==> src/verilog/udp_tx_pkg.sv <==
package udp_tx_pkg;

    // stream geometry
    localparam int DATA_W = 64;
    localparam int KEEP_W = 8;

    // udp fields
    localparam int CSUM_W            = 16;
    localparam int LEN_W             = 16;
    localparam int UDP_HDR_BYTES     = 8;
    localparam int UDP_PROTO         = 17;
    localparam int MAX_PAYLOAD_BYTES = 1472;

    // buffering
    localparam int PAYLOAD_FIFO_DEPTH = 256;
    localparam int META_FIFO_DEPTH    = 16;
    localparam int FIFO_AFULL_MARGIN  = 4;

    // one stored payload beat, 73 bits
    typedef struct packed {
        logic [DATA_W-1:0] data;
        logic [KEEP_W-1:0] keep;
        logic              last;
    } payload_beat_t;

    // per-packet record handed to the output side
    typedef struct packed {
        logic [LEN_W-1:0]  len;
        logic [CSUM_W-1:0] csum;
    } udp_meta_t;

    // ones'-complement add with end-around carry
    function automatic logic [CSUM_W-1:0] csum_add(
        input logic [CSUM_W-1:0] a,
        input logic [CSUM_W-1:0] b
    );
        logic [CSUM_W:0] sum;
        sum = {1'b0, a} + {1'b0, b};
        // carry folds back in, cannot overflow again
        return sum[CSUM_W-1:0] + {{(CSUM_W-1){1'b0}}, sum[CSUM_W]};
    endfunction

endpackage
==> src/verilog/udp_csum_finish.sv <==
`timescale 1ns/1ps

module udp_csum_finish (
    input  logic                           tx_axis_aclk,
    input  logic                           tx_axis_aresetn,
    input  logic                           sum_valid,
    input  logic [udp_tx_pkg::CSUM_W-1:0]  pay_sum,
    input  logic [udp_tx_pkg::LEN_W-1:0]   pay_len,
    input  logic [31:0]                    src_ip_addr,
    input  logic [31:0]                    dst_ip_addr,
    input  logic [15:0]                    udp_src_port,
    input  logic [15:0]                    udp_dst_port,
    output logic                           meta_wr,
    output udp_tx_pkg::udp_meta_t          meta_data
);
    import udp_tx_pkg::*;

    logic [LEN_W-1:0]  udp_len;

    logic              s1_valid;
    logic [LEN_W-1:0]  s1_len;
    logic [CSUM_W-1:0] s1_src;
    logic [CSUM_W-1:0] s1_dst;
    logic [CSUM_W-1:0] s1_len2;
    logic [CSUM_W-1:0] s1_ports;
    logic [CSUM_W-1:0] s1_pay;

    logic              s2_valid;
    logic [LEN_W-1:0]  s2_len;
    logic [CSUM_W-1:0] s2_ip;
    logic [CSUM_W-1:0] s2_rest;
    logic [CSUM_W-1:0] s2_pay;

    // udp header is part of the length
    assign udp_len = pay_len + LEN_W'(UDP_HDR_BYTES);

    always_ff @(posedge tx_axis_aclk) begin
        if (!tx_axis_aresetn) begin
            s1_valid <= 1'b0;
            s2_valid <= 1'b0;
            meta_wr  <= 1'b0;
        end else begin
            s1_valid <= sum_valid;
            s2_valid <= s1_valid;
            meta_wr  <= s2_valid;
        end
    end

    // stage 1: pairwise terms
    always_ff @(posedge tx_axis_aclk) begin
        if (sum_valid) begin
            s1_len   <= udp_len;
            s1_src   <= csum_add(src_ip_addr[31:16], src_ip_addr[15:0]);
            s1_dst   <= csum_add(dst_ip_addr[31:16], dst_ip_addr[15:0]);
            // length appears in the pseudo-header and in the udp header
            s1_len2  <= csum_add(udp_len, udp_len);
            s1_ports <= csum_add(udp_src_port, udp_dst_port);
            s1_pay   <= csum_add(pay_sum, CSUM_W'(UDP_PROTO));
        end
    end

    // stage 2
    always_ff @(posedge tx_axis_aclk) begin
        if (s1_valid) begin
            s2_len  <= s1_len;
            s2_ip   <= csum_add(s1_src, s1_dst);
            s2_rest <= csum_add(s1_len2, s1_ports);
            s2_pay  <= s1_pay;
        end
    end

    // stage 3: final sum, complemented
    always_ff @(posedge tx_axis_aclk) begin
        if (s2_valid) begin
            meta_data.len  <= s2_len;
            meta_data.csum <= ~csum_add(csum_add(s2_ip, s2_rest), s2_pay);
        end
    end

endmodule

==> config.mk <==
export PLATFORM = sky130hd
export DESIGN_NAME = udp_csum_finish
export DESIGN_NICKNAME = d
export VERILOG_FILES = /design/src/verilog/udp_tx_pkg.sv /design/src/verilog/udp_csum_finish.sv
export SDC_FILE = /design/constraint.sdc
export NUM_CORES = 1
export LEC_CHECK = 0
export ABC_AREA = 1
export ABC_CLOCK_PERIOD_IN_PS = 7200
export BUFFER_PORTS_ARGS = -buffer_cell sky130_fd_sc_hd__buf_2
export CORE_MARGIN = 8
export CORE_UTILIZATION = 59
export CTS_CLUSTER_SIZE = 28
export DETAILED_ROUTE_END_ITERATION = 10
export PLACE_DENSITY = 0.87
export SLEW_MARGIN = 20
export SYNTH_ARGS = -nofsm -noshare
export SYNTH_HDL_FRONTEND = slang
export SYNTH_SLANG_ARGS = --single-unit
==> constraint.sdc <==
create_clock -name tx_axis_aclk -period 7.2 [get_ports tx_axis_aclk]
set_input_delay 0.36 -clock tx_axis_aclk [delete_from_list [all_inputs] [get_ports tx_axis_aclk]]
set_output_delay 0.36 -clock tx_axis_aclk [all_outputs]
set_load 0.01 [all_outputs]
# == Yosys cells after proc, flatten, opt, wreduce, memory -nomap -nowiden ==
# Index checks and enable logic that the tools add are counted.
# word_totals
reg_bits,195
input_bits,131
out_inout_bits,33
wordCells,35
# classes
n_bitwise,1
add_sub_neg,19
# op_table
operator,count
adder 16 x 1 -> 16 bit,9
adder 16 x 16 -> 17 bit,8
adder 16 x 5 -> 17 bit (second input constant),1
adder 16 x 4 -> 16 bit (second input constant),1
NOT 16 bit,1

# == Depth between registers and ports, before layout ==
# Gate-level depths: netlist (run 1).
# depth
word_depth,5
ltp_mapped,42
ltp_nobuf,42

# == Least setup slack after synthesis (run 1) ==
# Ideal clock, no wire load.
# synth_path
path_type,reg2reg
start,register s2_ip[0]
end,register meta_data[11] in the netlist's numbering (data pin)
n_path_buf,0
setup_ns,0.252
period_less_slack_ns,5.199
arrival_time_ns,4.947
stages_incl_launch_ff,43
t_required_ns,6.948
setup_slack_ns,2.001
path_cell_list,edfxtp_1 ha_1 inv_1 fa_1 inv_1 nand3_1 nand2_1 nand2_1 nand2_1 nand3_1 nand2_1 a21oi_1 o21bai_1 ha_1 nand2_1 nor2_2 nand3_2 nor2_2 [7 not listed] ha_1 nand2_1 nor2_1 and2_1 nand2_1 nand2_1 a21oi_1 o21bai_1 ha_1 nand2_1 nor2_1 nand3_1 nor2_1 nand3_2 nor2_1 nand3_1 nand2_1 nand2_1
# synth_between
elab_chain_cells,5
# synth_rtl
item,line,source
"start, declared",udp_csum_finish.sv:30,logic [CSUM_W-1:0] s2_ip;
"start signal, assigned",udp_csum_finish.sv:66,"s2_ip <= csum_add(s1_src, s1_dst);"
adder 16 x 16 -> 17 bit,udp_tx_pkg.sv:38,"sum = {1'b0, a} + {1'b0, b};"
adder 16 x 1 -> 16 bit,udp_tx_pkg.sv:40,"return sum[CSUM_W-1:0] + {{(CSUM_W-1){1'b0}}, sum[CSUM_W]};"
adder 16 x 16 -> 17 bit,udp_tx_pkg.sv:38,
adder 16 x 1 -> 16 bit,udp_tx_pkg.sv:40,
NOT 16 bit,udp_csum_finish.sv:76,"meta_data.csum <= ~csum_add(csum_add(s2_ip, s2_rest), s2_pay);"
"end, declared",udp_csum_finish.sv:14,output udp_tx_pkg::udp_meta_t meta_data
# No other way between the ends.
# A chain may end at the register's enable or synchronous reset.

# == Worst setup path in the final report (run 1) ==
# Same ends and word-level chain as after synthesis.

==> results of run 1 <==
==> area by class of cell <==
cell class              instances  area, µm²
clock buffers                  17        425
inverters                     366       1370
flip-flops and latches        179       5350
repair buffers                165        833
fillers                      2242       8970
well taps                     341        427
multi-input cells            1692       9130
diodes                          1       2.50
clock inverters                15        140
==> Yosys cell counts (2+ instances only) <==
library cell / number
nor3_1: 14
or2_2: 2
nand2_2: 38
xor2_2: 6
nand3_1: 186
ha_1: 131
inv_1: 355
a31oi_1: 3
inv_2: 11
o21a_1: 2
nand4_1: 37
nor3b_1: 2
dfxtp_1: 3
nor2_1: 181
xor2_1: 55
a21oi_2: 2
nand2_1: 809
xnor2_1: 27
o21ai_0: 13
nor3_2: 2
fa_1: 7
edfxtp_1: 176
nand3b_1: 16
nand3_2: 13
o21bai_1: 11
nand4_2: 3
a21o_1: 2
a21oi_1: 72
and2_1: 14
nor2_2: 26
o21ai_1: 2
nor2_4: 6
==> critical path: cells and delay by family, from the launching register on <==
| kind | cells | cell delay [ns] |
|---|---|---|
| AO/OA/AOI/OAI | 4 | 0.58 |
| adder cells (fa/ha/maj) | 5 | 1.37 |
| buffers and inverters | 3 | 0.23 |
| flip-flops | 1 | 0.37 |
| AND/OR/NAND/NOR | 28 | 3.45 |
==> per-layer routing <==
metal | up-vias | routed length [µm]
met2 | 451 | 19600
li1 | 7525 | -
met3 | 87 | 1900
met4 | 2 | 1110
met5 | - | 8
met1 | 6623 | 16000
==> through the flow <==
stage	utilization (%)	total power, mW	cell area [µm²]	hold WS (ns)
floorplan	-	3.38	15900	0.400
global route	66.3	5.34	17700	0.0865
finish	66.3	4.94	17700	0.105
global placement	64.2	3.94	17100	0.401
detailed placement	64.2	4.02	17100	0.405
CTS	66.3	4.93	17700	0.0909
==> worst min-delay path by stage <==
stage	slack, ns	endpoint	start
finish	0.10	s1_len[2]	pay_len[2]
global route	0.09	s1_len[2]	pay_len[2]
CTS	0.09	s1_len[2]	pay_len[2]
detailed placement	0.40	meta_data[18]	s2_len[2]
global placement	0.40	meta_data[16]	s2_len[0]
floorplan	0.40	meta_data[16]	s2_len[0]
==> flip-flops by register name, summed over array words and instances, names as in the netlist, 15 cells and up <==
register and cells:
s1_ports 16, s1_len 15, s1_dst 16, s2_len 16, s1_src 16, s2_pay 16
s2_rest 16, s2_ip 16, s1_pay 16, meta_data 32
==> power groups by stage <==
stage	registers (mW)	logic (mW)	clock network, mW
2_1_floorplan	1.44	1.95	0
3_3_place_gp	1.43	2.50	0
3_5_place_dp	1.44	2.58	0
4_1_cts	1.42	2.61	0.901
5_1_grt	1.43	2.97	0.940
6_report	1.42	2.63	0.891
==> cell usage in the layout, fill, tap and decap left out, drive strengths merged, types with 40 or more instances in the layout <==
cell type and count:
xor2 61, nand3 200, edfxtp 176, inv 374
nor2 213, a21oi 75, nand4 40, ha 131
buf 165, nand2 848
==> kinds of logic after synthesis <==
kind of cell	Yosys count
compound gates	110
xor+xnor	88
fa+ha+maj	138
buf+inv	368
flops	179
simple gates	1356
==> flow_summary.yaml, run 1 <==
clock_tree:
  post_cts_buffers: 0
  cts_root_buf: "clkbuf_16"
  cts.clk_slew.worst_paths_ns: 0.08
  ctsHoldBuffers: 0
  numCtsBuffers: 17
  tritoncts: "yes"
  cts_max_level: 4
  clock_latency_ns: 0.44
  cts_resized: 0
  clock_sinks: 179
  cts_buffer_depth: 2
grt:
  grt_pass1_wl_mm: 64.7
  grt_pass1_vias: 14400
  globalRouteMet3Util_pct: 3.61
  antenna_found_initial: 2
  grt_max_degree: 82
  busiest_layer: "met2"
  grt_usage_pct: 23.6
  gr-total-overflow: 0
  grt_util_met1_pct: 26.9
  grtUsageMet2_pct: 43.8
power:
  p_per_area_mw_per_mm2: 279
  seq_power_share_pct: 28.7
  leakage_nw: 9.23
  p_sw_share_pct: 45.3
  power_frac_clock_pct: 18.0
  p_int_mw: 2.70
  peakVddDrop_v: 0.000215
  power_frac_comb_pct: 53.2
  netSwitchingPower_mw: 2.24
timing:
  setup_viol: 0
  fin_setup_tns_ns: 0
  worst_pin_slew_ns: 1.04
  timing.fmax_mhz: 161
  finClkSkew_ns: 0.0164
  relSlewSlack_pct: 30.6
  final_max_slew_viol_count: 0
  hold_viol_final: 0
  min_period_ns: 6.23
  setup_ws_ns: 0.972
  finalCritPeriodShare_pct: 86.5
  grt_setup_unrepaired: "no"
drt:
  drt_pass1_iterations: 5
  drc_errors: 0
  vias: 14688
  wl_per_cell_um: 13.9
  drt_wl_total_mm: 38.7
  ant_nets: 0
  routed_via_density: 5.29
  drtIter0Drc: 940
floorplan:
  rows: 60
  initial_core_util_pct: 59.5
  die_w_um: 180
  dieArea_mm2: 0.0324
  design.core.area_mm2: 0.0267
  die_y_um: 180
  ios: 164
setup_path:
  r2r-start: "s2_ip[0]"
  cp-start-kind: "flop"
  reg2reg_to: "meta_data[11]"
  crit_type: "reg2reg"
  startpoint: "s2_ip[0]"
  max_stage_delay_ns: 0.38
  reg2regPathDepth: 40
  cp_data_arrival_time_ns: 6.43
  r2r_slack_ns: 0.97
  worstPathRequired_ns: 7.40
  cp_slowest_cell: "ha_1"
  cp-end-kind: "flop"
  crit_path_frequent_cell: "nand2_1"
  crit_path_end: "meta_data[11]"
  critical_path.max_fanout: 6
logic_synthesis:
  syn_inst: 2239
  ys_warn_count: 0
  synth_nets: 2508
  ys_seq_area_share_pct: 33.7
  synth-compound-area-share_pct: 3.90
  synthAdderAreaFrac_pct: 11.2
  synth_edf_count: 176
  synthMuxAreaShare_pct: 0
  yosys.area.top_type_share_pct: 33.3
  ys_ff_latch: 179
  synth_top_family_by_area: "simple AND/OR/NAND/NOR gates"
  synth_area_leaders: "edfxtp_1, nand2_1, ha_1"
  synth_top_cell_by_area: "edfxtp_1"
  synth-async-reset-ratio_pct: 0
  syn-cell-area_mm2: 0.0159
  synthSimpleGateAreaFrac_pct: 37.3
  synth_area_per_cell_um2: 7.09
  ys_types: 44
  synth_top_flop_cell: "edfxtp_1"
  synth_xor_area_share_pct: 5.14
placed_design:
  dp_slack_ns: 1.11
  dp_cells: 2743
  gp_congestion: 0.942
  port_buffers: 163
  hpwlAfterDp_mm: 31.5
flow_run:
  maxCapViolCount: 0
finish:
  area_delta_synth_final_pct: 11.5
  drive_above_1_share_pct: 12.9
  layout.nets: 2690
  stdcell_count: 2776
min_path:
  worst_hold_path_type: "in2reg"
  min_path_cells: 1
status:
  status: "finished clean"
(Power assumes the default switching activity.)
==> run 2: changes to the inputs <==
--- a/config.mk
+++ b/config.mk
@@ -8,11 +8,13 @@
 export ABC_AREA = 1
 export ABC_CLOCK_PERIOD_IN_PS = 7200
 export BUFFER_PORTS_ARGS = -buffer_cell sky130_fd_sc_hd__buf_2
+export CELL_PAD_IN_SITES_DETAIL_PLACEMENT = 0
+export CELL_PAD_IN_SITES_GLOBAL_PLACEMENT = 1
 export CORE_MARGIN = 8
-export CORE_UTILIZATION = 59
+export CORE_UTILIZATION = 44
 export CTS_CLUSTER_SIZE = 28
 export DETAILED_ROUTE_END_ITERATION = 10
-export PLACE_DENSITY = 0.87
+export PLACE_DENSITY = 0.89
 export SLEW_MARGIN = 20
 export SYNTH_ARGS = -nofsm -noshare
 export SYNTH_HDL_FRONTEND = slang
==> flow_summary.yaml, run 2 (synthesis results as in run 1) <==
finish:
  final_common_cell: "nand2_1"
  post-route-util_pct: 50.3
  largest_register: "meta_data"
  ff_latch_area_mm2: 0.00535
  layout.nets: 2690
  nFillCells: 3571
  largest_register_ffs: 32
  area_delta_synth_final_pct: 12.7
  drive_above_1_share_pct: 12.9
  antenna_cells: 0
  multi_input_area_mm2: 0.00913
  most-common-layout-cells: "nand2_1, inv_1, nand3_1"
clock_tree:
  cts_resized: 0
  clock_latency_ns: 0.43
  cts_root_buf: "clkbuf_16"
  cts_max_level: 4
  clock_sinks: 179
  numCtsBuffers: 17
  tritoncts: "yes"
  post_cts_buffers: 0
  ctsHoldBuffers: 0
  cts_buffer_depth: 2
  cts.clk_slew.worst_paths_ns: 0.08
timing:
  relSlewSlack_pct: 42.3
  finClkSkew_ns: 0.0258
  setup_ws_ns: 1.02
  finalCritPeriodShare_pct: 85.8
  hold_viol_final: 0
  worst_pin_slew_ns: 0.866
  min_period_ns: 6.18
  grt_setup_unrepaired: "no"
  final_max_slew_viol_count: 0
  setup_viol: 0
  fin_setup_tns_ns: 0
  timing.fmax_mhz: 162
  whs_ns: 0.110
setup_path:
  reg2regPathDepth: 42
  worstPathRequired_ns: 7.40
  cp_slowest_cell: "fa_1"
  cp-end-kind: "flop"
  cp-start-kind: "flop"
  critical_path.max_fanout: 7
  cp_data_arrival_time_ns: 6.38
  crit_type: "reg2reg"
  crit_path_frequent_cell: "nand2_1"
  r2r-start: "s2_ip[0]"
  reg2reg_to: "meta_data[11]"
  max_stage_delay_ns: 0.38
  crit_path_end: "meta_data[11]"
  r2r_slack_ns: 1.02
  startpoint: "s2_ip[0]"
placed_design:
  gp_congestion: 0.909
  port_buffers: 163
  hpwlAfterDp_mm: 32.9
  dp_slack_ns: 1.09
floorplan:
  design.core.area_mm2: 0.0356
  die_w_um: 206
  die_y_um: 206
  ios: 164
  rows: 69
  dieArea_mm2: 0.0424
  initial_core_util_pct: 44.6
grt:
  antenna_found_initial: 1
  grt_pass1_wl_mm: 64.8
  grt_util_met1_pct: 24.4
  grtUsageMet2_pct: 32.0
  grt_pass1_vias: 13839
  gr-total-overflow: 0
  busiest_layer: "met2"
  grt_max_degree: 65
  globalRouteMet3Util_pct: 2.90
  grt_usage_pct: 18.6
drt:
  drt_wl_total_mm: 38.6
  drc_errors: 0
  wl_per_cell_um: 13.4
  vias: 14023
  drt_pass1_iterations: 5
  drtIter0Drc: 799
  routed_via_density: 4.85
  ant_nets: 0
status:
  status: "finished clean"
flow_run:
  maxCapViolCount: 0
power:
  leakage_nw: 9.26
  p_per_area_mw_per_mm2: 281
  power.total_mw: 5.02
  peakVddDrop_v: 0.000152
min_path:
  worst_hold_path_type: "in2reg"
## run 2: cell count changes in the layout (fill, tap and decap cells not counted), sizes merged
cell and change:
clkinv -4, diode -1, inv -2, bufinv +4
## run 2: how the worst min path moves through the flow
stage / to / start / slack [ns] / cells after the start
final: s1_len[1] / pay_len[1] / 0.11 / 1
after global routing: s1_len[1] / pay_len[1] / 0.09 / 1
after detailed placement: meta_data[18] / s2_len[2] / 0.40 / 0
after floorplan: meta_data[16] / s2_len[0] / 0.40 / 0
after CTS: s1_len[1] / pay_len[1] / 0.1 / 1
after global placement: meta_data[16] / s2_len[0] / 0.40 / 0
## run 2: stage by stage
step                cells  instance area, µm²
floorplan            2239               15900
global placement     2863               17300
detailed placement   2863               17300
CTS                  2893               17900
global route         2893               17900
finish               2893               17900
## run 2: cell type report
class,instances,area share (%)
Sequential cell,179,29.9
Timing Repair Buffer,165,4.66
Multi-Input combinational cell,1692,51.1
Clock buffer,17,2.38
Tap cell,461,3.22
Inverter,366,7.68
Clock inverter,13,1.10
## run 2: critical path: cells and delay by family, from the launching register on
family,cells,cell delay [ns]
flip-flops,1,0.33
adder cells (fa/ha/maj),5,1.37
AND/OR/NAND/NOR,30,3.43
buffers and inverters,3,0.21
AO/OA/AOI/OAI,4,0.61
## run 2: layer usage
| metal | up-vias | part of all wire [%] |
|---|---|---|
| met5 | - | 0.034 |
| met4 | 2 | 1.2 |
| met3 | 33 | 3.9 |
| met2 | 227 | 47 |
| met1 | 6250 | 48 |
| li1 | 7511 | - |
## run 2: power by group
| part | switching, mW | internal [mW] |
|---|---|---|
| Combinational | 1.72 | 0.874 |
| Sequential | 0.0577 | 1.37 |
| Clock | 0.413 | 0.586 |
==> run 3: changes to the inputs <==
--- a/config.mk
+++ b/config.mk
@@ -6,15 +6,15 @@
 export NUM_CORES = 1
 export LEC_CHECK = 0
 export ABC_AREA = 1
-export ABC_CLOCK_PERIOD_IN_PS = 7200
+export ABC_CLOCK_PERIOD_IN_PS = 5320
 export BUFFER_PORTS_ARGS = -buffer_cell sky130_fd_sc_hd__buf_2
 export CELL_PAD_IN_SITES_DETAIL_PLACEMENT = 0
 export CELL_PAD_IN_SITES_GLOBAL_PLACEMENT = 1
 export CORE_MARGIN = 8
-export CORE_UTILIZATION = 44
+export CORE_UTILIZATION = 40
 export CTS_CLUSTER_SIZE = 28
 export DETAILED_ROUTE_END_ITERATION = 10
-export PLACE_DENSITY = 0.89
+export PLACE_DENSITY = 0.85
 export SLEW_MARGIN = 20
 export SYNTH_ARGS = -nofsm -noshare
 export SYNTH_HDL_FRONTEND = slang
==> constraint.sdc (replaced) <==
create_clock -name tx_axis_aclk -period 5.32 [get_ports tx_axis_aclk]
set_input_delay 0.266 -clock tx_axis_aclk [delete_from_list [all_inputs] [get_ports tx_axis_aclk]]
set_output_delay 0.266 -clock tx_axis_aclk [all_outputs]
set_load 0.01 [all_outputs]
==> flow_summary.yaml, run 3 (synthesis results as in run 1) <==
min_path:
  worst_hold_path_type: "in2reg"
floorplan:
  die_y_um: 215
  initial_core_util_pct: 40.2
  dieArea_mm2: 0.0463
  rows: 73
  die_w_um: 215
  ios: 164
  design.core.area_mm2: 0.0395
power:
  p_per_area_mw_per_mm2: 380
  peakVddDrop_v: 0.000231
  leakage_nw: 9.60
timing:
  hold_viol_final: 0
  final_max_slew_viol_count: 0
  timing.fmax_mhz: 191
  grt_setup_unrepaired: "yes"
  min_period_ns: 5.23
  worst_pin_slew_ns: 0.859
  relSlewSlack_pct: 42.7
  setup_ws_ns: 0.0924
  whs_ns: 0.0392
  finalCritPeriodShare_pct: 98.3
  finClkSkew_ns: 0.0158
  setup_viol: 0
placed_design:
  gp_congestion: 0.883
  dp_slack_ns: -0.370
  hpwlAfterDp_mm: 33.1
  postPlaceCellArea_mm2: 0.0177
  port_buffers: 163
clock_tree:
  cts.clk_slew.worst_paths_ns: 0.08
  clock_sinks: 179
  cts_root_buf: "clkbuf_16"
  cts_buffer_depth: 2
  clock_latency_ns: 0.44
  cts_max_level: 4
  tritoncts: "yes"
  numCtsBuffers: 17
setup_path:
  crit_path_end: "meta_data[14]"
  cp-end-kind: "flop"
  critical_path.max_fanout: 6
  crit_path_frequent_cell: "nand2_2"
  r2r-start: "s2_rest[0]"
  cp-start-kind: "flop"
  reg2regPathDepth: 42
  startpoint: "s2_rest[0]"
  crit_type: "reg2reg"
  max_stage_delay_ns: 0.34
  worstPathRequired_ns: 5.52
  cp_slowest_cell: "edfxtp_1"
  r2r_slack_ns: 0.09
  reg2reg_to: "meta_data[14]"
  cp_data_arrival_time_ns: 5.43
finish:
  antenna_cells: 0
  post-route-util_pct: 47.5
  layout.nets: 2761
  largest_register: "meta_data"
  multi_input_area_mm2: 0.00943
  area_delta_synth_final_pct: 18.2
  largest_register_ffs: 32
  nFillCells: 3975
  drive_above_1_share_pct: 17.4
  final_common_cell: "nand2_1"
  most-common-layout-cells: "nand2_1, inv_1, nand3_1"
  final_cell_area_mm2: 0.0188
  ff_latch_area_mm2: 0.00535
drt:
  drc_errors: 0
  drtIter0Drc: 680
  routed_via_density: 4.70
  wl_per_cell_um: 13.0
  drt_pass1_iterations: 7
  ant_nets: 0
  vias: 14254
  drt_wl_total_mm: 39.3
grt:
  grt_usage_pct: 16.8
  grt_max_degree: 65
  grt_pass1_wl_mm: 65.6
  grt_pass1_vias: 13967
  antenna_found_initial: 0
  gr-total-overflow: 0
status:
  status: "finished clean"
flow_run:
  maxCapViolCount: 0
==> run 3: cell count changes in the layout (fill, tap and decap cells not counted), moves of 5 or more <==
cell,delta
inv_2,+5
nand2_2,+9
nand3_1,-8
nor2_4,+9
a21oi_2,+5
nor2_1,-10
ha_4,+6
a21oi_1,-5
inv_1,-5
ha_1,-9
buf_4,+67
nand3_2,+6
nand2_1,-10
==> run 3: per-layer routing <==
layer	GRT usage, %	vias to the layer above	routed length (µm)
li1	-	7657	-
met1	21.6	6322	18500
met2	29.1	242	18700
met3	2.64	33	1410
met4	4.54	0	650
met5	0	-	0
==> run 3: how the worst min path moves through the flow <==
stage | from | to | slack (ns) | depth (start not counted)
finish | tx_axis_aresetn | s2_valid | 0.04 | 3
global route | tx_axis_aresetn | s2_valid | 0.04 | 3
CTS | tx_axis_aresetn | s1_valid | 0.02 | 3
detailed placement | s2_len[4] | meta_data[20] | 0.40 | 0
global placement | s2_len[1] | meta_data[17] | 0.40 | 0
floorplan | tx_axis_aresetn | s1_valid | 0.36 | 2
==> run 3: through the flow <==
stage	setup TNS, ns	std cells	power [mW]
finish	0	3030	7.13
global route	-2.38	3030	7.80
CTS	0	3025	6.97
detailed placement	-2.55	2973	5.62
global placement	-0.394	2973	5.58
floorplan	0	2239	4.58
==> run 3: cell type report <==
cell class	count	share of cell area (%)
sequential	179	28.5
inverter	366	7.32
multi-input combinational	1692	50.3
clock buffer	18	2.29
clock inverter	14	0.760
timing repair buffer	236	7.36
tap	525	3.50
==> run 3: timing repair <==
action                     in CTS  in global routing
pin swaps                      23                 34
hold buffers                    1                  0
setup endpoints to repair      11                 15
hold endpoints to repair        1                  0
resized for setup              32                 39
setup buffers                  19                  6
==> run 3: power breakdown <==
| part | switching, mW | internal [mW] | leakage [nW] | total (mW) |
|---|---|---|---|---|
| Clock | 0.554 | 0.661 | 0.283 | 1.21 |
| Combinational | 2.54 | 1.45 | 7.61 | 4.00 |
| Sequential | 0.0743 | 1.85 | 1.70 | 1.92 |
| Total | 3.17 | 3.96 | 9.60 | 7.13 |
==> run 3: critical path: cells and delay by family, from the launching register on <==
kind	cells	cell delay [ns]
fa+ha+maj	5	1.20
simple gates	28	2.66
compound gates	5	0.52
buf+inv	4	0.29
flops	1	0.34
